`config.mk`:
```
export PLATFORM = sky130hd
export DESIGN_NAME = lc4_pipe_top
export DESIGN_NICKNAME = d
export VERILOG_FILES = /design/src/verilog/lc4_pkg.sv /design/src/verilog/lc4_fetch.sv /design/src/verilog/lc4_regfile.sv /design/src/verilog/lc4_decode.sv /design/src/verilog/lc4_execute.sv /design/src/verilog/lc4_memory.sv /design/src/verilog/lc4_pipe_top.sv
export VERILOG_INCLUDE_DIRS = /design/src /design/src/include
export SDC_FILE = /design/constraint.sdc
export NUM_CORES = 1
export LEC_CHECK = 0
export BUFFER_PORTS_ARGS = -buffer_cell sky130_fd_sc_hd__buf_2
export CAP_MARGIN = 20
export CORE_UTILIZATION = 60
export CTS_CLUSTER_DIAMETER = 100
export DETAILED_ROUTE_END_ITERATION = 12
export GPL_TIMING_DRIVEN = 0
export PLACE_DENSITY = 0.83
export SLEW_MARGIN = 0
export SYNTH_ARGS = -nofsm -noshare
export SYNTH_HDL_FRONTEND = slang
export SYNTH_SLANG_ARGS = --single-unit
```
`constraint.sdc`:
```
create_clock -name gwe -period 3.92 [get_ports gwe]
set_input_delay 0.196 -clock gwe [delete_from_list [all_inputs] [get_ports gwe]]
set_output_delay 0.196 -clock gwe [all_outputs]
set_load 0.005 [all_outputs]
```
`src/include/lc4_params.svh`:
```
`ifndef LC4_PARAMS_SVH
`define LC4_PARAMS_SVH

// datapath and address width
`define LC4_WORD 16
// register file size and select width
`define LC4_NREGS 8
`define LC4_RSEL 3
// boot address of the program counter
`define LC4_RESET_PC 16'h8200

// major opcodes, insn[15:12]
`define LC4_OP_BR 4'b0000
`define LC4_OP_ARITH 4'b0001
`define LC4_OP_AND 4'b0101
`define LC4_OP_LDR 4'b0110
`define LC4_OP_STR 4'b0111
`define LC4_OP_CONST 4'b1001

// arith sub-codes, insn[5:3]
`define LC4_SUB_ADD 3'b000
`define LC4_SUB_SUB 3'b010

// retire slot stall codes
`define LC4_STALL_NONE 2'd0
`define LC4_STALL_PIPE 2'd1
`define LC4_STALL_BRANCH 2'd2

`endif

```
`src/verilog/lc4_pkg.sv`:
```
`default_nettype none

`include "lc4_params.svh"

package lc4_pkg;

   // register form: ADD, SUB, AND
   typedef struct packed {
      logic [3:0]           opcode;
      logic [`LC4_RSEL-1:0] rd;
      logic [`LC4_RSEL-1:0] rs;
      logic [2:0]           sub;
      logic [`LC4_RSEL-1:0] rt;
   } insn_reg_t;

   // memory form: LDR, STR (rd is the source of a store)
   typedef struct packed {
      logic [3:0]           opcode;
      logic [`LC4_RSEL-1:0] rd;
      logic [`LC4_RSEL-1:0] rs;
      logic [5:0]           offset;
   } insn_mem_t;

   // branch form: BR uses nzp, CONST uses the same bits as rd
   typedef struct packed {
      logic [3:0] opcode;
      logic [2:0] nzp;
      logic [8:0] imm9;
   } insn_br_t;

   // one instruction word, three decodings
   typedef union packed {
      insn_reg_t r;
      insn_mem_t m;
      insn_br_t  b;
   } insn_t;

   // fetch to decode slot
   typedef struct packed {
      logic                 valid;
      logic [1:0]           stall;
      logic [`LC4_WORD-1:0] pc;
      insn_t                insn;
   } fd_t;

   // decode to execute slot
   typedef struct packed {
      logic                 valid;
      logic [1:0]           stall;
      logic [`LC4_WORD-1:0] pc;
      insn_t                insn;
      logic [`LC4_WORD-1:0] rs_data;
      logic [`LC4_WORD-1:0] rt_data;
      logic                 regfile_we;
      logic                 nzp_we;
      logic                 is_load;
      logic                 is_store;
      logic                 is_branch;
   } dx_t;

   // execute to memory slot, result is alu value or memory address
   typedef struct packed {
      logic                 valid;
      logic [1:0]           stall;
      logic [`LC4_WORD-1:0] pc;
      insn_t                insn;
      logic [`LC4_WORD-1:0] result;
      logic [`LC4_WORD-1:0] store_data;
      logic [`LC4_RSEL-1:0] rd;
      logic                 regfile_we;
      logic                 nzp_we;
      logic                 is_load;
      logic                 is_store;
   } xm_t;

   // writeback bus to register file and nzp register
   typedef struct packed {
      logic                 regfile_we;
      logic [`LC4_RSEL-1:0] rd;
      logic [`LC4_WORD-1:0] data;
      logic                 nzp_we;
      logic [2:0]           nzp;
   } wb_t;

   typedef struct packed {
      logic                 taken;
      logic [`LC4_WORD-1:0] target;
   } redirect_t;

   typedef struct packed {
      logic                 we;
      logic [`LC4_WORD-1:0] addr;
      logic [`LC4_WORD-1:0] towrite;
   } dmem_req_t;

   // retire trace, one slot per cycle
   typedef struct packed {
      logic                 valid;
      logic [1:0]           stall;
      logic [`LC4_WORD-1:0] pc;
      insn_t                insn;
      logic                 regfile_we;
      logic [`LC4_RSEL-1:0] wsel;
      logic [`LC4_WORD-1:0] regfile_data;
      logic                 nzp_we;
      logic [2:0]           nzp_new_bits;
      logic                 dmem_we;
      logic [`LC4_WORD-1:0] dmem_addr;
      logic [`LC4_WORD-1:0] dmem_data;
   } trace_t;

endpackage

`default_nettype wire

```
`src/verilog/lc4_fetch.sv`:
```
`default_nettype none

`include "lc4_params.svh"

module lc4_fetch
   import lc4_pkg::*;
(
   input  logic                 gwe,
   input  logic                 i_arst_n,
   input  redirect_t            i_redirect,
   input  insn_t                i_cur_insn,
   output logic [`LC4_WORD-1:0] o_cur_pc,
   output fd_t                  o_fd
);

   logic [`LC4_WORD-1:0] pc_q;
   logic [`LC4_WORD-1:0] pc_next;
   fd_t                  fd_q;

   // sequential fetch unless execute resolved a taken branch
   assign pc_next = i_redirect.taken ? i_redirect.target : pc_q + `LC4_WORD'(1);

   always_ff @(posedge gwe or negedge i_arst_n) begin
      if (!i_arst_n) begin
         pc_q <= `LC4_RESET_PC;
      end else begin
         pc_q <= pc_next;
      end
   end

   // fetch to decode slot
   always_ff @(posedge gwe or negedge i_arst_n) begin
      if (!i_arst_n) begin
         fd_q       <= '0;
         fd_q.stall <= `LC4_STALL_PIPE;
      end else if (i_redirect.taken) begin
         // word fetched this cycle is on the wrong path
         fd_q       <= '0;
         fd_q.stall <= `LC4_STALL_BRANCH;
      end else begin
         fd_q.valid <= 1'b1;
         fd_q.stall <= `LC4_STALL_NONE;
         fd_q.pc    <= pc_q;
         fd_q.insn  <= i_cur_insn;
      end
   end

   // instruction memory answers in the same cycle
   assign o_cur_pc = pc_q;
   assign o_fd     = fd_q;

endmodule

`default_nettype wire

```
`src/verilog/lc4_regfile.sv`:
```
`default_nettype none

`include "lc4_params.svh"

module lc4_regfile
   import lc4_pkg::*;
(
   input  logic                 gwe,
   input  logic                 i_arst_n,
   input  logic [`LC4_RSEL-1:0] i_rs,
   input  logic [`LC4_RSEL-1:0] i_rt,
   output logic [`LC4_WORD-1:0] o_rs_data,
   output logic [`LC4_WORD-1:0] o_rt_data,
   input  wb_t                  i_wb
);

   logic [`LC4_WORD-1:0] regs_q [`LC4_NREGS];

   // single write port, fed from writeback
   always_ff @(posedge gwe or negedge i_arst_n) begin
      if (!i_arst_n) begin
         for (int i = 0; i < `LC4_NREGS; i++) begin
            regs_q[i] <= '0;
         end
      end else if (i_wb.regfile_we) begin
         regs_q[i_wb.rd] <= i_wb.data;
      end
   end

   // reads see a write of the same cycle
   assign o_rs_data = (i_wb.regfile_we && i_wb.rd == i_rs) ? i_wb.data : regs_q[i_rs];
   assign o_rt_data = (i_wb.regfile_we && i_wb.rd == i_rt) ? i_wb.data : regs_q[i_rt];

endmodule

`default_nettype wire

```
`src/verilog/lc4_decode.sv`:
```
`default_nettype none

`include "lc4_params.svh"

module lc4_decode
   import lc4_pkg::*;
(
   input  logic                 gwe,
   input  logic                 i_arst_n,
   input  fd_t                  i_fd,
   input  redirect_t            i_redirect,
   output logic [`LC4_RSEL-1:0] o_rs,
   output logic [`LC4_RSEL-1:0] o_rt,
   input  logic [`LC4_WORD-1:0] i_rs_data,
   input  logic [`LC4_WORD-1:0] i_rt_data,
   output dx_t                  o_dx
);

   logic regfile_we;
   logic nzp_we;
   logic is_load;
   logic is_store;
   logic is_branch;
   dx_t  dx_q;

   // control flags for the kept opcodes
   always_comb begin
      regfile_we = 1'b0;
      nzp_we     = 1'b0;
      is_load    = 1'b0;
      is_store   = 1'b0;
      is_branch  = 1'b0;
      case (i_fd.insn.r.opcode)
         `LC4_OP_BR: begin
            // nzp of 000 is a NOP, execute never takes it
            is_branch = 1'b1;
         end
         `LC4_OP_ARITH: begin
            // only add and sub, other sub-codes retire with no writes
            if (i_fd.insn.r.sub == `LC4_SUB_ADD || i_fd.insn.r.sub == `LC4_SUB_SUB) begin
               regfile_we = 1'b1;
               nzp_we     = 1'b1;
            end
         end
         `LC4_OP_AND, `LC4_OP_CONST: begin
            regfile_we = 1'b1;
            nzp_we     = 1'b1;
         end
         `LC4_OP_LDR: begin
            regfile_we = 1'b1;
            nzp_we     = 1'b1;
            is_load    = 1'b1;
         end
         `LC4_OP_STR: begin
            is_store = 1'b1;
         end
         default: begin
            // unknown opcode, nothing is written
            regfile_we = 1'b0;
         end
      endcase
   end

   // rs sits at [8:6] in every form
   assign o_rs = i_fd.insn.m.rs;
   // a store reads its data register from the rd field
   assign o_rt = is_store ? i_fd.insn.m.rd : i_fd.insn.r.rt;

   // decode to execute slot
   always_ff @(posedge gwe or negedge i_arst_n) begin
      if (!i_arst_n) begin
         dx_q       <= '0;
         dx_q.stall <= `LC4_STALL_PIPE;
      end else if (i_redirect.taken) begin
         // younger than the branch in execute, squash it
         dx_q       <= '0;
         dx_q.stall <= `LC4_STALL_BRANCH;
      end else begin
         dx_q.valid      <= i_fd.valid;
         dx_q.stall      <= i_fd.stall;
         dx_q.pc         <= i_fd.pc;
         dx_q.insn       <= i_fd.insn;
         dx_q.rs_data    <= i_rs_data;
         dx_q.rt_data    <= i_rt_data;
         // bubbles carry no side effects
         dx_q.regfile_we <= regfile_we & i_fd.valid;
         dx_q.nzp_we     <= nzp_we & i_fd.valid;
         dx_q.is_load    <= is_load & i_fd.valid;
         dx_q.is_store   <= is_store & i_fd.valid;
         dx_q.is_branch  <= is_branch & i_fd.valid;
      end
   end

   assign o_dx = dx_q;

endmodule

`default_nettype wire

```
`src/verilog/lc4_execute.sv`:
```
`default_nettype none

`include "lc4_params.svh"

module lc4_execute
   import lc4_pkg::*;
(
   input  logic      gwe,
   input  logic      i_arst_n,
   input  dx_t       i_dx,
   input  wb_t       i_wb,
   output redirect_t o_redirect,
   output xm_t       o_xm
);

   logic [`LC4_WORD-1:0] sext_off6;
   logic [`LC4_WORD-1:0] sext_imm9;
   logic [`LC4_WORD-1:0] alu_result;
   logic [2:0]           nzp_q;
   logic [2:0]           nzp_cur;
   logic                 br_taken;
   xm_t                  xm_q;

   // sign-extended immediates
   assign sext_off6 = {{(`LC4_WORD-6){i_dx.insn.m.offset[5]}}, i_dx.insn.m.offset};
   assign sext_imm9 = {{(`LC4_WORD-9){i_dx.insn.b.imm9[8]}}, i_dx.insn.b.imm9};

   // alu
   always_comb begin
      alu_result = '0;
      if (i_dx.is_load || i_dx.is_store) begin
         // effective address for ldr and str
         alu_result = i_dx.rs_data + sext_off6;
      end else begin
         case (i_dx.insn.r.opcode)
            `LC4_OP_ARITH: begin
               if (i_dx.insn.r.sub == `LC4_SUB_SUB) begin
                  alu_result = i_dx.rs_data - i_dx.rt_data;
               end else begin
                  alu_result = i_dx.rs_data + i_dx.rt_data;
               end
            end
            `LC4_OP_AND: begin
               alu_result = i_dx.rs_data & i_dx.rt_data;
            end
            `LC4_OP_CONST: begin
               alu_result = sext_imm9;
            end
            default: begin
               alu_result = '0;
            end
         endcase
      end
   end

   // nzp register, written from writeback
   // registers clear to zero on reset, so the flags start at z
   always_ff @(posedge gwe or negedge i_arst_n) begin
      if (!i_arst_n) begin
         nzp_q <= 3'b010;
      end else if (i_wb.nzp_we) begin
         nzp_q <= i_wb.nzp;
      end
   end

   // a write in this cycle is visible to the branch test
   assign nzp_cur = i_wb.nzp_we ? i_wb.nzp : nzp_q;

   // any condition bit matching the flags takes the branch
   assign br_taken = i_dx.valid & i_dx.is_branch & (|(i_dx.insn.b.nzp & nzp_cur));

   // target is pc + 1 + imm9
   assign o_redirect.taken  = br_taken;
   assign o_redirect.target = i_dx.pc + `LC4_WORD'(1) + sext_imm9;

   // execute to memory slot
   always_ff @(posedge gwe or negedge i_arst_n) begin
      if (!i_arst_n) begin
         xm_q       <= '0;
         xm_q.stall <= `LC4_STALL_PIPE;
      end else begin
         xm_q.valid      <= i_dx.valid;
         xm_q.stall      <= i_dx.stall;
         xm_q.pc         <= i_dx.pc;
         xm_q.insn       <= i_dx.insn;
         xm_q.result     <= alu_result;
         xm_q.store_data <= i_dx.rt_data;
         xm_q.rd         <= i_dx.insn.r.rd;
         xm_q.regfile_we <= i_dx.regfile_we;
         xm_q.nzp_we     <= i_dx.nzp_we;
         xm_q.is_load    <= i_dx.is_load;
         xm_q.is_store   <= i_dx.is_store;
      end
   end

   assign o_xm = xm_q;

endmodule

`default_nettype wire

```
`src/verilog/lc4_memory.sv`:
```
`default_nettype none

`include "lc4_params.svh"

module lc4_memory
   import lc4_pkg::*;
(
   input  logic                 gwe,
   input  logic                 i_arst_n,
   input  xm_t                  i_xm,
   input  logic [`LC4_WORD-1:0] i_cur_dmem_data,
   output dmem_req_t            o_dmem,
   output wb_t                  o_wb,
   output trace_t               o_trace
);

   logic [`LC4_WORD-1:0] wdata;
   logic [2:0]           nzp_bits;
   logic [`LC4_WORD-1:0] dmem_data;
   trace_t               trace_q;

   // data memory port, address only for loads and stores
   assign o_dmem.we      = i_xm.is_store;
   assign o_dmem.addr    = (i_xm.is_load || i_xm.is_store) ? i_xm.result : '0;
   assign o_dmem.towrite = i_xm.store_data;

   // loads write the returned word, everything else the alu value
   assign wdata = i_xm.is_load ? i_cur_dmem_data : i_xm.result;

   // n, z or p of the written value
   always_comb begin
      if (wdata[`LC4_WORD-1]) begin
         nzp_bits = 3'b100;
      end else if (wdata == '0) begin
         nzp_bits = 3'b010;
      end else begin
         nzp_bits = 3'b001;
      end
   end

   // trace shows the word moved across the memory port
   assign dmem_data = i_xm.is_load  ? i_cur_dmem_data :
                      i_xm.is_store ? i_xm.store_data : '0;

   // writeback register, also the retire trace
   always_ff @(posedge gwe or negedge i_arst_n) begin
      if (!i_arst_n) begin
         trace_q       <= '0;
         trace_q.stall <= `LC4_STALL_PIPE;
      end else begin
         trace_q.valid        <= i_xm.valid;
         trace_q.stall        <= i_xm.stall;
         trace_q.pc           <= i_xm.pc;
         trace_q.insn         <= i_xm.insn;
         trace_q.regfile_we   <= i_xm.regfile_we;
         trace_q.wsel         <= i_xm.rd;
         // zero when not written, keeps the trace deterministic
         trace_q.regfile_data <= i_xm.regfile_we ? wdata : '0;
         trace_q.nzp_we       <= i_xm.nzp_we;
         trace_q.nzp_new_bits <= i_xm.nzp_we ? nzp_bits : 3'b000;
         trace_q.dmem_we      <= o_dmem.we;
         trace_q.dmem_addr    <= o_dmem.addr;
         trace_q.dmem_data    <= dmem_data;
      end
   end

   assign o_trace = trace_q;

   // writeback bus straight from the retire register
   assign o_wb.regfile_we = trace_q.regfile_we;
   assign o_wb.rd         = trace_q.wsel;
   assign o_wb.data       = trace_q.regfile_data;
   assign o_wb.nzp_we     = trace_q.nzp_we;
   assign o_wb.nzp        = trace_q.nzp_new_bits;

endmodule

`default_nettype wire

```
`src/verilog/lc4_pipe_top.sv`:
```
`default_nettype none

`include "lc4_params.svh"

module lc4_pipe_top
   import lc4_pkg::*;
(
   input  logic                 gwe,
   input  logic                 i_arst_n,
   output logic [`LC4_WORD-1:0] o_cur_pc,
   input  insn_t                i_cur_insn,
   output dmem_req_t            o_dmem,
   input  logic [`LC4_WORD-1:0] i_cur_dmem_data,
   output trace_t               o_trace
);

   fd_t                  fd;
   dx_t                  dx;
   xm_t                  xm;
   wb_t                  wb;
   redirect_t            redirect;
   logic [`LC4_RSEL-1:0] rs_sel;
   logic [`LC4_RSEL-1:0] rt_sel;
   logic [`LC4_WORD-1:0] rs_data;
   logic [`LC4_WORD-1:0] rt_data;

   lc4_fetch u_fetch (
      .gwe        (gwe),
      .i_arst_n   (i_arst_n),
      .i_redirect (redirect),
      .i_cur_insn (i_cur_insn),
      .o_cur_pc   (o_cur_pc),
      .o_fd       (fd)
   );

   // read ports from decode, write port from writeback
   lc4_regfile u_regfile (
      .gwe       (gwe),
      .i_arst_n  (i_arst_n),
      .i_rs      (rs_sel),
      .i_rt      (rt_sel),
      .o_rs_data (rs_data),
      .o_rt_data (rt_data),
      .i_wb      (wb)
   );

   lc4_decode u_decode (
      .gwe        (gwe),
      .i_arst_n   (i_arst_n),
      .i_fd       (fd),
      .i_redirect (redirect),
      .o_rs       (rs_sel),
      .o_rt       (rt_sel),
      .i_rs_data  (rs_data),
      .i_rt_data  (rt_data),
      .o_dx       (dx)
   );

   // redirect feeds fetch and decode in the same cycle
   lc4_execute u_execute (
      .gwe        (gwe),
      .i_arst_n   (i_arst_n),
      .i_dx       (dx),
      .i_wb       (wb),
      .o_redirect (redirect),
      .o_xm       (xm)
   );

   lc4_memory u_memory (
      .gwe             (gwe),
      .i_arst_n        (i_arst_n),
      .i_xm            (xm),
      .i_cur_dmem_data (i_cur_dmem_data),
      .o_dmem          (o_dmem),
      .o_wb            (wb),
      .o_trace         (o_trace)
   );

endmodule

`default_nettype wire

```
# After elaboration in Yosys (flattened, before gate mapping)
# Index checks and enable logic that the tools add are counted.
[totals] register_bits=420 latch_bits=0 ram_bits=0 rom_bits=0 in_bits=34 out_inout_bits=141 n_memories=0
[classes] addsub=6 n_mul=0 div_mod_pow=0 n_lt_le_gt_ge=4 n_eq_ne=12 shifts=0 n_mux=32 bitwise_logic=11 n_reduce_logical=11
[op_table] op="$mux W16" n=15
[op_table] op="$bwmux W128" n=1
[op_table] op="$bmux W16 S3" n=2
[op_table] op="$mux W72" n=1
[op_table] op="$add A16 B16 Y16" n=3
[op_table] op="$demux W16 S3" n=1
[op_table] op="$pmux W16 S3" n=1
[op_table] op="$mux W35" n=1
[op_table] op="$add A16 B1 Y16 const B" n=2
[op_table] op="$and A16 B16 Y16" n=1
[op_table] op="$eq A4 B3 Y1 const B" n=4
[op_table] op="$logic_not A16 Y1" n=1
[op_table] op="$sub A16 B16 Y16" n=1
[op_table] op="$ge A4 B4 Y1 const B" n=3
[op_table] op="$mux W3" n=4
[op_table] op="$not A3 Y4" n=3
[op_table] op="$eq A4 B1 Y1 const B" n=2
[op_table] op="$eq A4 B4 Y1 const B" n=2
[op_table] op="$and A1 B1 Y1" n=6
[op_table] op="$eq A3 B2 Y1 const B" n=2
[op_table] op="$eq A3 B3 Y1" n=2
[op_table] op="$reduce_or A3 Y1" n=2
[op_table] op="$logic_not A4 Y1" n=1
[op_table] op="$lt A4 B1 Y1 const B" n=1
[op_table] op="7 further kinds" n=14

# Logic depth before layout (Yosys ltp)
[depth] depth_word=9 ltp_mapped=15 ltp_nobuf=15

# Hierarchy
# A second synthesis with hierarchy kept.
[unflattened] hier_cells=1459 area_unflattened_um2=19861.5
[modules_own_cells] module="lc4_regfile" instances=1 cells_each=452 area_each_um2=7533.5
[modules_own_cells] module="lc4_execute" instances=1 cells_each=461 area_each_um2=4720.8
[modules_own_cells] module="lc4_memory" instances=1 cells_each=225 area_each_um2=3284.4
[modules_own_cells] module="lc4_decode" instances=1 cells_each=165 area_each_um2=2368.5
[modules_own_cells] module="lc4_fetch" instances=1 cells_each=156 area_each_um2=1954.4

# Least setup slack after synthesis
# No wires, ideal clock.
[synth_timing] path_type="register to register" startpoint="reg u_decode.dx_q, in the netlist u_decode.o_dx[42]" endpoint="reg u_execute.xm_q, in the netlist u_execute.o_xm[38]" arrival_time_ps=3014 required_time_ps=3796 setup_slack_ps=782 stages_incl_launch_ff=15 period_less_slack_ps=3138 cell_sequence="dfrtp_1 > nor2_1 > and2_1 > clkbuf_1 > nor2_1 > xnor2_1 > ha_1 > a21oi_1 > nand2_1 > a21oi_1 > o31ai_1 > o41ai_1 > o21ai_1 > xnor2_1 > a211o_1"
[synth_between] elab_chain_cells=4 elab_cells_between_ends=5 cone_classes="add/sub (1); eq/ne (1); mux (3)"
[synth_rtl] element="start, declared" line_no="lc4_decode.sv:24" text="dx_t dx_q;"
[synth_rtl] element="parallel branches: the longest is 3 deep, another holds $add A16 B16 Y16"
[synth_rtl] element="$mux W16 (*)" line_no="lc4_execute.sv:31" text="if (i_dx.is_load || i_dx.is_store) begin"
[synth_rtl] element="via u_execute.alu_result[15]" line_no="lc4_execute.sv:18" text="logic [`LC4_WORD-1:0] alu_result;"
[synth_rtl] element="end, declared" line_no="lc4_execute.sv:22" text="xm_t xm_q;"
# Mark *: on every way through the listed nets, which the timed path passes.
# A chain may end at the register's enable or synchronous reset.

# Final worst setup path
[layout_timing] startpoint="reg u_decode.dx_q, in the netlist u_decode.o_dx[42]" endpoint="reg u_execute.xm_q, in the netlist u_execute.o_xm[37]"
# The elaborated chain is that of the path after synthesis.

==> impl_metrics.tcl <==
set metrics [dict create \
    status "completed" \
    hold_viol_final 0 \
    p_comb_frac 0.202 \
    wirelength_um 46490 \
    cellInternalPower_w 0.008144 \
    syn-cell-area_um2 19020 \
    fillCellCount 1950 \
    async_reset_ff_frac 1.000 \
    worstHoldPathType "in2async" \
    fin_util 0.7180 \
    irDropWorstVdd_v 0.0002811 \
    end_kind "register" \
    grt_pass1_vias 12870 \
    clk_latency_ns 0.54 \
    grt_pass1_wl_um 72600 \
    slew_violations 0 \
    critPathMaxFanout 15 \
    numCtsBuffers 41 \
    die_y_um 180.0 \
    synth_top_area_frac 0.5303 \
    synthCells 1426 \
    htree_levels 2 \
    cts_tree "done" \
    dr.first_iter.drc_count 903 \
    cp-start-kind "register" \
    vias_per_cell 6.028 \
    crit_type "reg2reg" \
    powerDensity_nw_per_um2 508.5 \
    dpl_cell_area_um2 20490 \
    setup-violations-final 0 \
    path_cells "nor2_1, and2_1, nor2_1, xnor2_1, ha_1, nor2b_1, o31ai_2, a211oi_1, o21ai_1, o21ai_1, a21oi_1, xor2_1, o311ai_0" \
    ys.warnings.count 0 \
    ant_nets 0 \
    clockRootBuffer "clkbuf_16" \
    cts_setup_buffers 0 \
    antenna_cells 0 \
    setup-tns-final_ns 0 \
    ys_seq_area_frac 0.5399 \
    layout-drive-gt1-share 0.2977 \
    die-area_um2 32410 \
    p_clk_frac 0.346 \
    synth_top_area_cell "dfrtp_1" \
    avgSynthCellArea_um2 13.34 \
    portBuffers 174 \
    initial_core_util 0.6153 \
    die_width_um 180.0 \
    synth_most_common_cell "dfrtp_1" \
    stdcell_area_um2 22190 \
    drt_first_pass_iters 5 \
    grt_start_max_net_pins 136 \
    clock-sinks 410 \
    synth-seq-cells 410 \
    nets 1766 \
    ioPinCount 175 \
    fin_cells 2106 \
    fmax_mhz 276.7 \
    rsz0062_at_grt "no" \
    grt-ovfl-total 0 \
    sequentialPowerShare 0.451 \
    gp_congestion 0.9396 \
    cts.clk_slew.worst_paths_ns 0.07 \
    core.rowCount 64 \
    synthesis.nets 1511 \
    core_area_um2 30910 \
    dp.cells 2001 \
    arrival_ns 4.03 \
    worstMarginPinSlew_ns 1.068 \
    grt_usage 0.2911 \
    cp_num_buf_inv 0 \
    cts_max_path_buffers 3 \
    power_leakage_nw 10.90 \
    antenna_found_initial 0 \
    max-slew-margin-rel 0.2826 \
    max_stage_delay_ns 0.55 \
    ys.flop_type "dfrtp_1" \
    cp_slowest_cell "dfrtp_2" \
    netSwitchingPower_w 0.003142 \
    vias 12700 \
    dp_hpwl_um 32640 \
    min_period_ns 3.614 \
    post-route-period-util 0.9220 \
    finClkSkew_ns 0.02573 \
    switching_share 0.2784 \
    route.detailed.drc 0 \
    wl_per_cell_um 22.07 \
    synth-edff-count 0 \
    synth_common_cells "dfrtp_1, mux2_2, nor2b_1" \
    ys_types 77 \
    maxCapViolCount 0 \
    cp.required_ns 4.33 \
    area_growth_pct 16.69 \
    path_delay_family "compound AO/OA/AOI/OAI gates" \
    synth_area_leaders "dfrtp_1, mux2_2, mux4_2" \
]
-- layer usage --
metal,vias up,global-route usage,share of wire
met1,6463,0.3848,0.41
met3,103,0.04163,0.058
met4,0,0.09436,0.031
met5,-,0,0
li1,5663,-,-
met2,467,0.5001,0.50
-- cells in the final DEF (no fill, tap or decap), drive strengths merged, types with 7 or more instances in the layout --
cell / n
mux2: 133
dfstp: 7
nand2: 43
mux4: 64
xor2: 29
clkbuf: 96
nand3: 26
o31ai: 7
clkinv: 9
o22ai: 10
nor3: 12
dfrtp: 403
a21o: 9
nor2b: 103
o21ai: 25
dlygate4sd3: 33
ha: 48
xnor2: 44
nor4: 11
a22o: 17
inv: 17
buf: 236
a211oi: 33
mux2i: 55
a21oi: 56
nand2b: 10
nor2: 81
-- path summary, 6_finish.rpt --
kind                       slack [ns]                from  cells after the start                   end
max                              0.31   u_decode.o_dx[42]                     13    u_execute.o_xm[37]
min                              0.09            i_arst_n                      2   u_memory.o_trace[1]
max reg2reg                      0.31   u_decode.o_dx[42]                     13    u_execute.o_xm[37]
min reg2reg                      0.35  u_execute.o_xm[66]                      0  u_memory.o_trace[84]
max in group asynchronous        2.38            i_arst_n                      4    u_execute.o_xm[65]
min in group gwe                 0.35  u_execute.o_xm[66]                      0  u_memory.o_trace[84]
-- repair_timing --
item | 4_1_cts | 5_1_grt
hold buffers | 33 | 0
setup endpoints to repair | 1 | 3
hold endpoints to repair | 321 | 0
resized for setup | 2 | 1
pin swaps | 0 | 0
-- cell families after synthesis --
group | share of synthesized area
DFF | 0.5399
other | 0.0001972
buffers and inverters | 0.03263
adders and majority gates | 0.03474
muxes | 0.1903
xor gates and xnor gates | 0.03441
and+or+nand+nor | 0.09408
AOI/OAI and AO/OA | 0.07369
-- power by group through the flow --
stage	Combinational (W)	Sequential, W	Clock (W)
3_5_place_dp	0.00219	0.00515	0
3_3_place_gp	0.00211	0.00513	0
5_1_grt	0.00250	0.00514	0.00414
6_report	0.00228	0.00509	0.00391
4_1_cts	0.00226	0.00509	0.00396
2_1_floorplan	0.00152	0.00505	0
-- cell type report --
type,count,area (um^2),share of cell area
tap,396,495.5,0.02233
buffer,98,556.8,0.02509
clock buffer,58,1202,0.05418
inverter,16,60.06,0.002706
sequential,410,10270,0.4628
multi-input combinational,901,8142,0.3669
timing repair buffer,213,1311,0.05909
clock inverter,14,155.1,0.006991
-- flip-flops by register name, indices dropped and copies added, names as in the netlist --
signal            flops
u_fetch.o_fd         35
u_decode.o_dx        71
u_regfile.regs_q    128
u_fetch.o_cur_pc     16
u_execute.o_xm       70
u_memory.o_trace     87
u_execute.nzp_q       3
-- worst reg2reg max path, cell delays in order (launching register included) --
cell and delay [ns]:
dfrtp_2 0.55, nor2_1 0.19, and2_1 0.33, nor2_1 0.11, xnor2_1 0.14, ha_1 0.34
nor2b_1 0.23, o31ai_2 0.12, a211oi_1 0.45, o21ai_1 0.18, o21ai_1 0.25, a21oi_1 0.12
xor2_1 0.16, o311ai_0 0.33
-- metrics by stage --
step	hold slack, ns	power (W)	setup WS (ns)
after global routing	0.09264	0.01178	0.1073
after floorplan	-0.09959	0.006576	0.7825
final	0.09045	0.01129	0.3056
after detailed placement	0.05058	0.007341	-0.1874
after CTS	0.08311	0.01131	0.1583
after global placement	0.3322	0.007247	-4.825
No activity file was read; power rests on OpenSTA's default activity.
